--- src/source/spi_pkg.sv ---
`default_nettype none

package spi_pkg;

  localparam int cmd_width     = 12;
  localparam int read_width    = 8;
  localparam int wb_data_width = 32;
  localparam int wb_addr_width = 4;

  // write flag sits on top of the address and data fields
  localparam int cmd_wr_bit = cmd_width - 1;

  // clk cycles per sclk half period, fixed at build time
  localparam int sclk_half     = 2;
  localparam int div_width     = $clog2(sclk_half + 1);
  localparam int bit_cnt_width = $clog2(cmd_width + 1);

  typedef logic [cmd_width-1:0]     cmd_t;
  typedef logic [read_width-1:0]    rdata_t;
  typedef logic [wb_data_width-1:0] wb_data_t;
  typedef logic [wb_addr_width-1:0] wb_addr_t;
  typedef logic [div_width-1:0]     div_cnt_t;
  typedef logic [bit_cnt_width-1:0] bit_cnt_t;

  // byte addresses seen by the host
  localparam wb_addr_t reg_cmd    = 4'h0;
  localparam wb_addr_t reg_status = 4'h4;
  localparam wb_addr_t reg_rdata  = 4'h8;

  localparam int status_busy_bit = 0;
  localparam int status_rrdy_bit = 1;

  typedef enum logic [2:0] {
    idle,
    load,
    shift_cmd,
    shift_read,
    finish
  } engine_state_t;

endpackage

`default_nettype wire

--- src/source/spi_cmd_engine.sv ---
`timescale 1ns/1ps
`default_nettype none

module spi_cmd_engine (
  input  wire                    clk,
  input  wire                    rst_n,
  input  wire spi_pkg::cmd_t     cmd,
  input  wire                    cmd_vld,
  output logic                   cmd_rdy,
  output logic                   sclk,
  output logic                   cs_n,
  output logic                   mosi,
  input  wire                    miso,
  output logic                   read_vld,
  output spi_pkg::rdata_t        read_data
);

  spi_pkg::engine_state_t state;
  spi_pkg::engine_state_t state_nxt;
  spi_pkg::div_cnt_t      div_cnt;
  spi_pkg::bit_cnt_t      bit_cnt;
  spi_pkg::cmd_t          cmd_sr;
  spi_pkg::rdata_t        rx_sr;
  logic                   is_wr;
  logic                   accept;
  logic                   half_tick;
  logic                   rise_tick;
  logic                   fall_tick;
  logic                   last_cmd_bit;
  logic                   last_read_bit;

  assign cmd_rdy   = (state == spi_pkg::idle);
  assign accept    = cmd_vld && cmd_rdy;
  assign read_data = rx_sr;

  // divider wraps once per sclk half period
  assign half_tick = (div_cnt == spi_pkg::div_cnt_t'(spi_pkg::sclk_half - 1));
  assign rise_tick = half_tick && !sclk;
  assign fall_tick = half_tick && sclk;

  assign last_cmd_bit  = (bit_cnt == spi_pkg::bit_cnt_t'(spi_pkg::cmd_width - 1));
  assign last_read_bit = (bit_cnt == spi_pkg::bit_cnt_t'(spi_pkg::read_width - 1));

  always_ff @(posedge clk or negedge rst_n)
  begin
    if (!rst_n)
      state <= spi_pkg::idle;
    else
      state <= state_nxt;
  end

  always_comb
  begin
    state_nxt = state;
    case (state)
      spi_pkg::idle:
        if (cmd_vld)
          state_nxt = spi_pkg::load;
      spi_pkg::load:
        state_nxt = spi_pkg::shift_cmd;
      spi_pkg::shift_cmd:
        // a write is done after the command bits, a read still has a byte to fetch
        if (fall_tick && last_cmd_bit)
          state_nxt = is_wr ? spi_pkg::finish : spi_pkg::shift_read;
      spi_pkg::shift_read:
        if (fall_tick && last_read_bit)
          state_nxt = spi_pkg::finish;
      spi_pkg::finish:
        if (half_tick)
          state_nxt = spi_pkg::idle;
      default:
        state_nxt = spi_pkg::idle;
    endcase
  end

  always_ff @(posedge clk or negedge rst_n)
  begin
    if (!rst_n)
    begin
      div_cnt  <= '0;
      bit_cnt  <= '0;
      sclk     <= 1'b0;
      cs_n     <= 1'b1;
      mosi     <= 1'b0;
      read_vld <= 1'b0;
      is_wr    <= 1'b0;
    end
    else
    begin
      read_vld <= 1'b0;
      case (state)
        spi_pkg::idle:
        begin
          if (accept)
            is_wr <= cmd[spi_pkg::cmd_wr_bit];
        end
        spi_pkg::load:
        begin
          // cs_n falls half a period ahead of the first rising sclk edge
          cs_n    <= 1'b0;
          mosi    <= cmd_sr[spi_pkg::cmd_width-1];
          div_cnt <= '0;
          bit_cnt <= '0;
        end
        spi_pkg::shift_cmd, spi_pkg::shift_read:
        begin
          if (half_tick)
          begin
            div_cnt <= '0;
            sclk    <= ~sclk;
          end
          else
            div_cnt <= div_cnt + 1'b1;
          // mosi only moves on the falling edge, so it is stable at the next rise
          if (fall_tick)
          begin
            if ((state == spi_pkg::shift_cmd && last_cmd_bit) ||
                (state == spi_pkg::shift_read && last_read_bit))
            begin
              bit_cnt <= '0;
              mosi    <= 1'b0;
            end
            else
            begin
              bit_cnt <= bit_cnt + 1'b1;
              if (state == spi_pkg::shift_cmd)
                mosi <= cmd_sr[spi_pkg::cmd_width-2];
              else
                mosi <= 1'b0;
            end
          end
        end
        spi_pkg::finish:
        begin
          if (half_tick)
          begin
            div_cnt  <= '0;
            cs_n     <= 1'b1;
            read_vld <= !is_wr;
          end
          else
            div_cnt <= div_cnt + 1'b1;
        end
        default:
        begin
          cs_n <= 1'b1;
          sclk <= 1'b0;
        end
      endcase
    end
  end

  always_ff @(posedge clk)
  begin
    if (accept)
      cmd_sr <= cmd;
    else if (state == spi_pkg::shift_cmd && fall_tick)
      cmd_sr <= {cmd_sr[spi_pkg::cmd_width-2:0], 1'b0};
    // the peripheral's byte arrives MSB first, sampled on the rising edge
    if (state == spi_pkg::shift_read && rise_tick)
      rx_sr <= {rx_sr[spi_pkg::read_width-2:0], miso};
  end

endmodule

`default_nettype wire

--- src/source/spi_wb_bridge.sv ---
`timescale 1ns/1ps
`default_nettype none

module spi_wb_bridge (
  input  wire                      clk,
  input  wire                      rst_n,
  input  wire                      wb_cyc,
  input  wire                      wb_stb,
  input  wire                      wb_we,
  input  wire spi_pkg::wb_addr_t   wb_adr,
  input  wire spi_pkg::wb_data_t   wb_dat_w,
  output spi_pkg::wb_data_t        wb_dat_r,
  output logic                     wb_ack,
  output spi_pkg::cmd_t            cmd,
  output logic                     cmd_vld,
  input  wire                      cmd_rdy,
  input  wire                      read_vld,
  input  wire spi_pkg::rdata_t     read_data
);

  logic              req;
  logic              cmd_wr;
  logic              accept;
  logic              rdata_rd;
  logic              busy;
  logic              pend_wr;
  logic              read_ready;
  spi_pkg::rdata_t   rbyte;
  spi_pkg::wb_data_t rd_mux;

  // the ack cycle masks the strobe so one access is never answered twice
  assign req      = wb_cyc && wb_stb && !wb_ack;
  assign cmd_wr   = req && wb_we && (wb_adr == spi_pkg::reg_cmd);
  assign accept   = cmd_vld && cmd_rdy;
  assign rdata_rd = req && !wb_we && (wb_adr == spi_pkg::reg_rdata);

  always_comb
  begin
    rd_mux = '0;
    if (!wb_we)
    begin
      case (wb_adr)
        spi_pkg::reg_status:
        begin
          rd_mux[spi_pkg::status_busy_bit] = busy;
          rd_mux[spi_pkg::status_rrdy_bit] = read_ready;
        end
        spi_pkg::reg_rdata:
          rd_mux[spi_pkg::read_width-1:0] = rbyte;
        default:
          rd_mux = '0;
      endcase
    end
  end

  always_ff @(posedge clk or negedge rst_n)
  begin
    if (!rst_n)
    begin
      wb_ack     <= 1'b0;
      cmd_vld    <= 1'b0;
      busy       <= 1'b0;
      pend_wr    <= 1'b0;
      read_ready <= 1'b0;
    end
    else
    begin
      // a command write holds the bus until the engine takes it
      wb_ack <= accept || (req && !cmd_wr);
      if (accept)
        cmd_vld <= 1'b0;
      else if (cmd_wr)
        cmd_vld <= 1'b1;

      if (accept)
      begin
        busy    <= 1'b1;
        pend_wr <= cmd[spi_pkg::cmd_wr_bit];
      end
      else if (busy && (pend_wr ? cmd_rdy : read_vld))
        busy <= 1'b0;

      if (read_vld)
        read_ready <= 1'b1;
      else if (rdata_rd)
        read_ready <= 1'b0;
    end
  end

  always_ff @(posedge clk)
  begin
    if (cmd_wr && !cmd_vld)
      cmd <= wb_dat_w[spi_pkg::cmd_width-1:0];
    if (read_vld)
      rbyte <= read_data;
    if (req)
      wb_dat_r <= rd_mux;
  end

endmodule

`default_nettype wire

--- src/source/spi_wb_top.sv ---
`timescale 1ns/1ps
`default_nettype none

module spi_wb_top (
  input  wire                      clk,
  input  wire                      rst_n,
  input  wire                      wb_cyc,
  input  wire                      wb_stb,
  input  wire                      wb_we,
  input  wire spi_pkg::wb_addr_t   wb_adr,
  input  wire spi_pkg::wb_data_t   wb_dat_w,
  output spi_pkg::wb_data_t        wb_dat_r,
  output logic                     wb_ack,
  output logic                     sclk,
  output logic                     cs_n,
  output logic                     mosi,
  input  wire                      miso
);

  spi_pkg::cmd_t   cmd;
  logic            cmd_vld;
  logic            cmd_rdy;
  logic            read_vld;
  spi_pkg::rdata_t read_data;

  spi_wb_bridge u_bridge (
    .clk       (clk),
    .rst_n     (rst_n),
    .wb_cyc    (wb_cyc),
    .wb_stb    (wb_stb),
    .wb_we     (wb_we),
    .wb_adr    (wb_adr),
    .wb_dat_w  (wb_dat_w),
    .wb_dat_r  (wb_dat_r),
    .wb_ack    (wb_ack),
    .cmd       (cmd),
    .cmd_vld   (cmd_vld),
    .cmd_rdy   (cmd_rdy),
    .read_vld  (read_vld),
    .read_data (read_data)
  );

  spi_cmd_engine u_engine (
    .clk       (clk),
    .rst_n     (rst_n),
    .cmd       (cmd),
    .cmd_vld   (cmd_vld),
    .cmd_rdy   (cmd_rdy),
    .sclk      (sclk),
    .cs_n      (cs_n),
    .mosi      (mosi),
    .miso      (miso),
    .read_vld  (read_vld),
    .read_data (read_data)
  );

endmodule

`default_nettype wire
--- config.mk ---
export PLATFORM = sky130hd
export DESIGN_NAME = spi_wb_top
export DESIGN_NICKNAME = d
export VERILOG_FILES = /design/src/source/spi_pkg.sv /design/src/source/spi_cmd_engine.sv /design/src/source/spi_wb_bridge.sv /design/src/source/spi_wb_top.sv
export SDC_FILE = /design/constraint.sdc
export NUM_CORES = 1
export LEC_CHECK = 0
export ABC_AREA = 1
export BUFFER_PORTS_ARGS = -buffer_cell sky130_fd_sc_hd__buf_2
export CAP_MARGIN = 10
export CORE_UTILIZATION = 30
export CTS_BUF_LIST = sky130_fd_sc_hd__clkbuf_8
export DETAILED_ROUTE_END_ITERATION = 6
export PLACE_DENSITY = 0.48
export SYNTH_ARGS = -nofsm -noshare
export SYNTH_HDL_FRONTEND = slang
export SYNTH_SLANG_ARGS = --single-unit
--- constraint.sdc ---
create_clock -name clk -period 3.28 [get_ports clk]
set_clock_uncertainty 0.2 [all_clocks]
set_input_delay 0.656 -clock clk [delete_from_list [all_inputs] [get_ports clk]]
set_output_delay 0.656 -clock clk [all_outputs]
set_load 0.02 [all_outputs]
# == Word level (Yosys, flattened, before mapping) ==
# Cells that the tools add are included.
# classes
reduce_logical,44
n_mul,0
n_lt_le_gt_ge,0
div,0
n_bitwise,4
eq_ne,15
n_mux,31
shift,0
add_sub_neg,2
# op_table
operator,n
12-bit two-way mux,2
1-bit logical AND,18
3-bit two-way mux,5
3-bit one-hot mux with 5 select lines,1
1-bit two-way mux,14
"2-bit by 1-bit != test with 1-bit output, second input constant",6
2-bit nonzero test,6
3-bit OR reduction,3
"4-bit by 3-bit equality test with 1-bit output, second input constant",2
"4-bit equality test, second input constant",2
4-bit two-way mux,2
2-bit one-hot mux with 2 select lines,2
4-bit one-hot mux with 2 select lines,1
2-bit AND reduction,4
"3-bit by 2-bit equality test with 1-bit output, second input constant",2
1-bit logical NOT,6
"4-bit by 1-bit adder with 4-bit output, second input constant",1
4-bit logical NOT,1
1-bit inverter,4
1-bit one-hot mux with 2 select lines,2
4-bit AND reduction,1
2-bit OR reduction,2
"3-bit by 1-bit equality test with 1-bit output, second input constant",1
"3-bit equality test, second input constant",1
other kinds (6),7
# word_totals
word_cells,116
mem_bits_ro,0
n_memories,0
reg_bits,91
mem_bits_rw,0
latchBits,0
out_inout_bits,36
inputBits,42

# == Longest topological paths before layout ==
# Gate-level depths: netlist (run 1).
# logic_depth
word_depth,7
ltp_mapped,7
mapped_depth_nobuf,7

# == By module ==
# A second synthesis (run 1) with hierarchy kept.
# unflattened
hier_cells,275
area_unflattened_um2,2972.9
# by_module_without_submodules
module,instances,seq_area_each_um2,area_each_um2,cells_per_inst
spi_cmd_engine,1,952.2,1590.3,167
spi_wb_bridge,1,965.9,1382.6,108

# == Worst setup path after synthesis (run 1) ==
# OpenSTA, ideal clock, no wires.
# synth_path
path_kind,input -> register
start,input wb_cyc
end,register u_bridge.cmd[0] (enable)
setup_time_ns,0.380
path_stages,4
path_buffers,0
t_arrival_ns,1.972
t_required_ns,2.700
path_slack_ns,0.728
cell_sequence,nand2_1 nor2_1 nand4_1 nor2_1
# synth_between
elab_chain_cells,5
# synth_lines
item,line,rtl
"start, declared",spi_wb_top.sv:7,"input wire wb_cyc,"
1-bit logical AND (2 in a row),spi_wb_bridge.sv:32,assign req = wb_cyc && wb_stb && !wb_ack;
1-bit logical AND (2 in a row),spi_wb_bridge.sv:33,assign cmd_wr = req && wb_we && (wb_adr == spi_pkg::reg_cmd);
1-bit logical AND,spi_wb_bridge.sv:92,if (cmd_wr && !cmd_vld)
"end signal, assigned",spi_wb_bridge.sv:93,cmd <= wb_dat_w[spi_pkg::cmd_width-1:0];
"end, declared",spi_wb_bridge.sv:14,"output spi_pkg::cmd_t cmd,"
# No other way between the ends.
# A chain may end at the register's enable or synchronous reset.

# == Final worst setup path (run 1) ==
# layout_path
start,register u_engine.state[0]
end,register u_engine.cmd_sr[6] (enable)
# layout_between
elab_chain_cells,3
elab_cells_between_ends,5
classes_between,1 x eq/ne; 4 x reduce/logical
# layout_lines
item,line,rtl
"start, declared",spi_cmd_engine.sv:18,spi_pkg::engine_state_t state;
"start signal, assigned",spi_cmd_engine.sv:47,state <= spi_pkg::idle;
"start signal, assigned",spi_cmd_engine.sv:49,state <= state_nxt;
3-bit by 2-bit equality test with 1-bit output / 3-bit logical NOT (equally long branches),"spi_cmd_engine.sv:157, spi_cmd_engine.sv:32",
"1-bit logical AND, on equally long branches","spi_cmd_engine.sv:157, spi_cmd_engine.sv:33",
2-bit nonzero test (no line) (*),-,
"end signal, assigned",spi_cmd_engine.sv:156,cmd_sr <= cmd;
"end signal, assigned",spi_cmd_engine.sv:158,"cmd_sr <= {cmd_sr[spi_pkg::cmd_width-2:0], 1'b0};"
"end, declared",spi_cmd_engine.sv:22,spi_pkg::cmd_t cmd_sr;
# Mark *: on every way between the ends. The rest lies on a longest branch, timed or not.

==> results.json, run 1 <==
{
  "antenna_found_initial": 0,
  "cts.sinks": 66,
  "p_leak_nw": 1.46,
  "initial_core_util_pct": 31.0,
  "grt_max_degree": 19,
  "rsz0062_at_grt": "no",
  "vias_per_cell": 4.06,
  "outcome": "completed",
  "ir_drop_mv": 0.258,
  "slowest_stage": "o21ai_1",
  "synth_edf_count": 48,
  "relSlewSlack_pct": 29.5,
  "async_flop_share_pct": 27.3,
  "synthFlopType": "edfxtp_1",
  "drt-initial-drc-count": 82,
  "drive_gt1_share_pct": 22.6,
  "power.internal_w": 0.00134,
  "dpl.cell_count": 418,
  "routed_wl_um": 4630,
  "rows": 35,
  "p_sw_share_pct": 21.9,
  "comb_power_share_pct": 3.9,
  "num_vias": 1764,
  "synth_common_cells": "64 x nand2_1, 48 x edfxtp_1, 25 x buf_4, 20 x inv_1, 19 x nor2_1",
  "cp-start-kind": "register",
  "drtAntennaViolNets": 0,
  "slew_violations": 0,
  "finalCriticalPeriod_ns": 2.37,
  "hold_class": "input port to async pin",
  "avgSynthCellArea_um2": 11.2,
  "critPathArrivalTime_ns": 2.12,
  "timing.final.ws_setup_ns": 0.915,
  "core_area_mm2": 0.00924,
  "die_w_um": 99.7,
  "synth_compound_area_share_pct": 4.11,
  "cp-end-kind": "register",
  "post-cts-setup-buffer-count": 0,
  "critical_path_class": "register to register",
  "io_pins": 78,
  "clk_path_buf_depth": 2,
  "path_cells": "nor2_4, nand2_2, nor2_4, inv_4, o21ai_1",
  "post-route-period-util_pct": 72.1,
  "rr_worst_depth": 5,
  "yosys_warnings": 0,
  "fp.dieH_um": 99.7,
  "yosys.area_share.simple_pct": 18.5,
  "area_growth_pct": 15.8,
  "place_ws_ns": 0.862,
  "fin_cells": 434,
  "p_clk_share_pct": 43.6,
  "p_total_w": 0.00172,
  "cts_buffers": 9,
  "ctsResizeCount": 0,
  "wire_per_inst_um": 10.7,
  "grt_pass1_vias": 1688,
  "ys_ff_latch": 66,
  "path_max_fanout": 15,
  "drtPass1Iterations": 4,
  "hpwl_um": 3170,
  "drc_errors": 0,
  "synth.distinct_cells": 29,
  "cap_viol_max_count": 0,
  "synth_area_mm2": 0.00286,
  "clock-root-buffer": "clkbuf_8",
  "crit_top_cell": "nor2_4",
  "yosysSeqAreaShare_pct": 66.2,
  "synthXorXnorAreaFrac_pct": 0.306,
  "cts_max_level": 3,
  "p_sw_w": 0.000376,
  "cts_tree": "built",
  "timing.hold.ws_ns": 0.0381,
  "yosysMostFrequentCell": "nand2_1",
  "seq_power_share_pct": 52.5,
  "die-area_mm2": 0.00993,
  "place.port_buffers": 33,
  "clkSlewWorstSetupHoldPaths_ns": 0.08,
  "grt_pass1_wl_um": 7760,
  "max_freq_mhz": 423,
  "place.gp.congestion": 0.742,
  "synth_top_family_by_area": "simple AND/OR/NAND/NOR gates",
  "gr-total-overflow": 0,
  "cts_hold_buf": 0,
  "synthMuxAreaShare_pct": 0,
  "hold_viol": 0,
  "cp.required_ns": 3.04,
  "worstMarginPinSlew_ns": 1.05,
  "synth_top_area_cell": "edfxtp_1",
  "setup_violations": 0,
  "cpPeakStageDelay_ns": 0.59,
  "nets": 343,
  "n_antenna_cell": 0,
  "yosys.area_share.adder_pct": 0.437,
  "p_per_area_mw_per_mm2": 518,
  "synthTopCellsByArea": "edfxtp_1 50%, dfrtp_1 15%, nand2_1 8.4%",
  "synth.top_cell.area_share_pct": 50.4,
  "grtUsageTotal_pct": 10.5,
  "synthCells": 256,
  "insertion_delay_ns": 0.34,
  "setup_tns_ns": 0
}
cell type report:
type                       count  area (um2)
multi-input combinational    162         759
clock inverter                 7        92.6
fill                         910        5930
clock buffer                   9         124
tap                          129         161
inverter                      25        96.3
timing repair buffer          36         188
sequential                    66        1890
stage by stage:
stage	util, %	cell area, um2
after floorplan	-	2950
after global placement	33.5	3100
after detailed placement	33.5	3100
after CTS	35.9	3310
after global routing	35.9	3310
final	35.9	3310
sequential cells by signal, summed over array words and instances (netlist names), 2 cells and up:
register and flops:
u_bridge.rbyte 8, u_engine.div_cnt 2, u_engine.bit_cnt 4, u_engine.state 3, u_engine.cmd_sr 12, u_bridge.wb_dat_r 8
u_engine.read_data 8, u_bridge.cmd 12
metal layers:
layer	vias up	GRT usage, %	share of wire, %
li1	892	-	-
met1	808	12.8	49
met2	56	16.0	45
met3	8	3.94	5.1
met4	0	5.77	1.6
met5	-	0	0
layout by cell type (no fill, tap or decap):
cell type,instances
inv_1,20
inv_4,1
o21a_1,1
o21ai_4,1
or2_2,1
dfstp_2,1
o21ai_1,2
nand2_2,3
inv_2,4
clkinv_1,1
o21bai_1,1
ha_1,1
inv_6,1
a21oi_1,5
nor2_1,19
nor2_2,1
a21o_1,1
nand4_1,7
nor2_4,5
dfrtp_1,17
nand3b_1,1
o21ai_2,1
bufinv_16,2
buf_4,3
o21ai_0,7
clkinv_2,1
xor2_1,1
buf_2,33
nand3_1,14
nand2_1,64
edfxtp_1,48
clkbuf_8,9
conb_1,24
nor3_1,2
clkinvlp_4,2
worst max-delay path, delay by kind of cell, from the launching register on:
| family | cells | cell delay (ns) |
|---|---|---|
| buf+inv | 1 | 0.15 |
| flops | 1 | 0.45 |
| compound gates | 1 | 0.59 |
| simple gates | 3 | 0.58 |
cells by family (layout without fill, tap and decap cells):
kind of cell,Yosys count,in the layout
adder cells (fa/ha/maj),1,1
AO/OA/AOI/OAI,19,19
buffers and inverters,51,77
XOR/XNOR,1,1
other,1,24
AND/OR/NAND/NOR,117,117
flip-flops,66,66
power by group through the flow:
stage               sequential (W)  clock (W)  combinational, W
global placement          0.000920          0         0.0000670
global route              0.000903   0.000801         0.0000749
finish                    0.000903   0.000749         0.0000667
detailed placement        0.000921          0         0.0000677
floorplan                 0.000926          0         0.0000585
CTS                       0.000903   0.000767         0.0000679
final timing paths:
kind / from / to / slack (ns)
min: rst_n / u_engine.bit_cnt[3] / 0.04
max: u_engine.state[0] / u_engine.cmd_sr[6] / 0.91
min in group clk: u_engine.read_data[7] / u_bridge.rbyte[7] / 0.22
min reg2reg: u_engine.read_data[7] / u_bridge.rbyte[7] / 0.22
max in group asynchronous: rst_n / u_engine.cs_n / 2.51
max reg2reg: u_engine.state[0] / u_engine.cmd_sr[6] / 0.91
Power figures use the tool's default switching activity.
==> run 2, diff against run 1 <==
- clock period: 3.28 -> 2.25 ns (I/O delays scaled with it)
==> run 2 against run 1 <==
- cell count rose by 0.69%
- die area did not move
- via count fell by 1.2%
- combinational power rose by 49%
- fmax rose by 33%
- core utilization rose by 0.081 points
- clock power rose by 25%
- sequential share of layout area fell by 0.13 points
- clock-buffer cell count did not move
- routed wire length rose by 0.19%
- design area rose by 0.23%
- critical endpoint is now u_engine.cmd_sr[5]
- largest cell class unchanged
- highest routed layer unchanged
==> results.json, run 2 (synthesis gave the netlist of run 1 again) <==
{
  "setup_violations": 0,
  "met1_length_um": 2300,
  "final_area_mm2": 0.00332,
  "cap_viol_max_count": 0,
  "cts_tree": "built",
  "drtPass1Iterations": 4,
  "p_clk_share_pct": 39.9,
  "layout_commonest_cell": "nand2_1",
  "grt_pass1_vias": 1650,
  "place.gp.congestion": 0.733,
  "num_vias": 1742,
  "p_per_area_mw_per_mm2": 709,
  "grtUsageTotal_pct": 10.7,
  "clk_path_buf_depth": 2,
  "setup_tns_ns": 0,
  "seq_power_share_pct": 55.9,
  "p_sw_w": 0.000602,
  "power.internal_w": 0.00175,
  "p_sw_share_pct": 25.6,
  "cts_max_level": 3,
  "path_max_fanout": 15,
  "post-route-period-util_pct": 79.3,
  "cpPeakStageDelay_ns": 0.46,
  "max_freq_mhz": 561,
  "core_area_mm2": 0.00924,
  "critical_path_class": "register to register",
  "gr-total-overflow": 0,
  "clock-root-buffer": "clkbuf_8",
  "r2r_setup_slack_ns": 0.47,
  "drive_gt1_share_pct": 23.7,
  "cp.required_ns": 2.09,
  "die_w_um": 99.7,
  "io_pins": 78,
  "grt_pass1_wl_um": 7950,
  "slew_violations": 0,
  "clkSlewWorstSetupHoldPaths_ns": 0.08,
  "slowest_stage": "dfrtp_1",
  "comb_power_share_pct": 4.2,
  "n_antenna_cell": 0,
  "cts.sinks": 66,
  "placed_cell_area_mm2": 0.00313,
  "rsz0062_at_grt": "no",
  "insertion_delay_ns": 0.35,
  "nets": 346,
  "post-cts-setup-buffer-count": 0,
  "area_growth_pct": 16.1,
  "initial_core_util_pct": 31.0,
  "cp-start-kind": "register",
  "wl_met3_um": 253,
  "hpwl_um": 3160,
  "drc_errors": 0,
  "path_cells": "inv_2, nand2_2, nor2_4, inv_4, o21ai_1, buf_4",
  "layout_common_cells": "64 x nand2_1, 48 x edfxtp_1, 33 x buf_2",
  "route.met2.wl_um": 2020,
  "hold_viol": 0,
  "vias_per_cell": 3.99,
  "outcome": "completed",
  "routed_wl_um": 4640,
  "drtAntennaViolNets": 0,
  "p_leak_nw": 1.46,
  "place.port_buffers": 33,
  "hold_class": "input port to register",
  "reg_top3": "u_bridge.cmd: 12 flops, u_engine.cmd_sr: 12 flops",
  "finalCriticalPeriod_ns": 1.78,
  "ir_drop_mv": 0.344,
  "wire_per_inst_um": 10.6,
  "drt-initial-drc-count": 68,
  "cts_buffers": 9,
  "critPathArrivalTime_ns": 1.63,
  "fp.dieH_um": 99.7,
  "antenna_found_initial": 0,
  "routed.top_layer": "met4",
  "die-area_mm2": 0.00993,
  "nFillCells": 935,
  "grt_max_degree": 19,
  "rows": 35,
  "cp-end-kind": "register"
}
-- run 2: critical path, delay by kind of cell, from the launching register on --
| family | cells | cell delay, ns |
|---|---|---|
| buffers and inverters | 3 | 0.47 |
| AND/OR/NAND/NOR | 2 | 0.25 |
| AO/OA/AOI/OAI | 1 | 0.09 |
| flip-flops | 1 | 0.46 |
-- run 2: area by class of cell --
type                    count  area (um2)  share of cell area (%)
flip-flops and latches     66        1890                    57.0
multi-input cells         162         762                    22.9
repair buffers             39         225                    6.78
well taps                 129         161                    4.86
clock buffers               9         124                    3.73
inverters                  25        96.3                    2.90
clock inverters             7        60.1                    1.81
-- run 2: power groups by stage --
stage | Sequential [W] | Clock [W] | Combinational, W
after CTS | 0.00132 | 0.000964 | 0.000101
after global placement | 0.00134 | 0 | 0.0000985
after detailed placement | 0.00134 | 0 | 0.0000993
after floorplan | 0.00135 | 0 | 0.0000853
final | 0.00132 | 0.000939 | 0.0000994
after global routing | 0.00132 | 0.00102 | 0.000112
-- run 2: path summary, 6_finish.rpt --
| path | startpoint | cells past startpoint | to |
|---|---|---|---|
| setup / recovery | u_engine.state[2] | 6 | u_engine.cmd_sr[5] |
| hold / removal | wb_dat_w[8] | 1 | u_bridge.cmd[8] |
| setup reg to reg | u_engine.state[2] | 6 | u_engine.cmd_sr[5] |
| hold reg to reg | u_engine.read_data[7] | 0 | u_bridge.rbyte[7] |
| max in group asynchronous | rst_n | 2 | u_engine.cs_n |
| min in group asynchronous | rst_n | 2 | u_engine.bit_cnt[2] |
-- run 2: repair_timing --
| action | 4_1_cts | 5_1_grt |
|---|---|---|
| gates resized for setup | 0 | 0 |
| hold endpoints to repair | 17 | 0 |
| hold buffers | 1 | 0 |
| setup endpoints to repair | 0 | 0 |
-- run 2: metal layers --
layer  track usage, %  vias to the layer above
li1                 -                      897
met1             14.1                      780
met2             15.4                       58
met3             4.22                        7
met4             4.41                        0
met5                0                        -
-- run 2: stage by stage --
step	std cells	utilization (%)	setup slack, ns	hold slack (ns)	power, W
6_report	437	36.0	0.466	0.0797	0.00235
3_3_place_gp	420	33.9	0.198	0.208	0.00144
2_1_floorplan	279	-	0.0771	-0.0456	0.00144
4_1_cts	437	36.0	0.436	0.0621	0.00238
3_5_place_dp	420	33.9	0.172	0.213	0.00144
5_1_grt	437	36.0	0.362	0.0577	0.00245
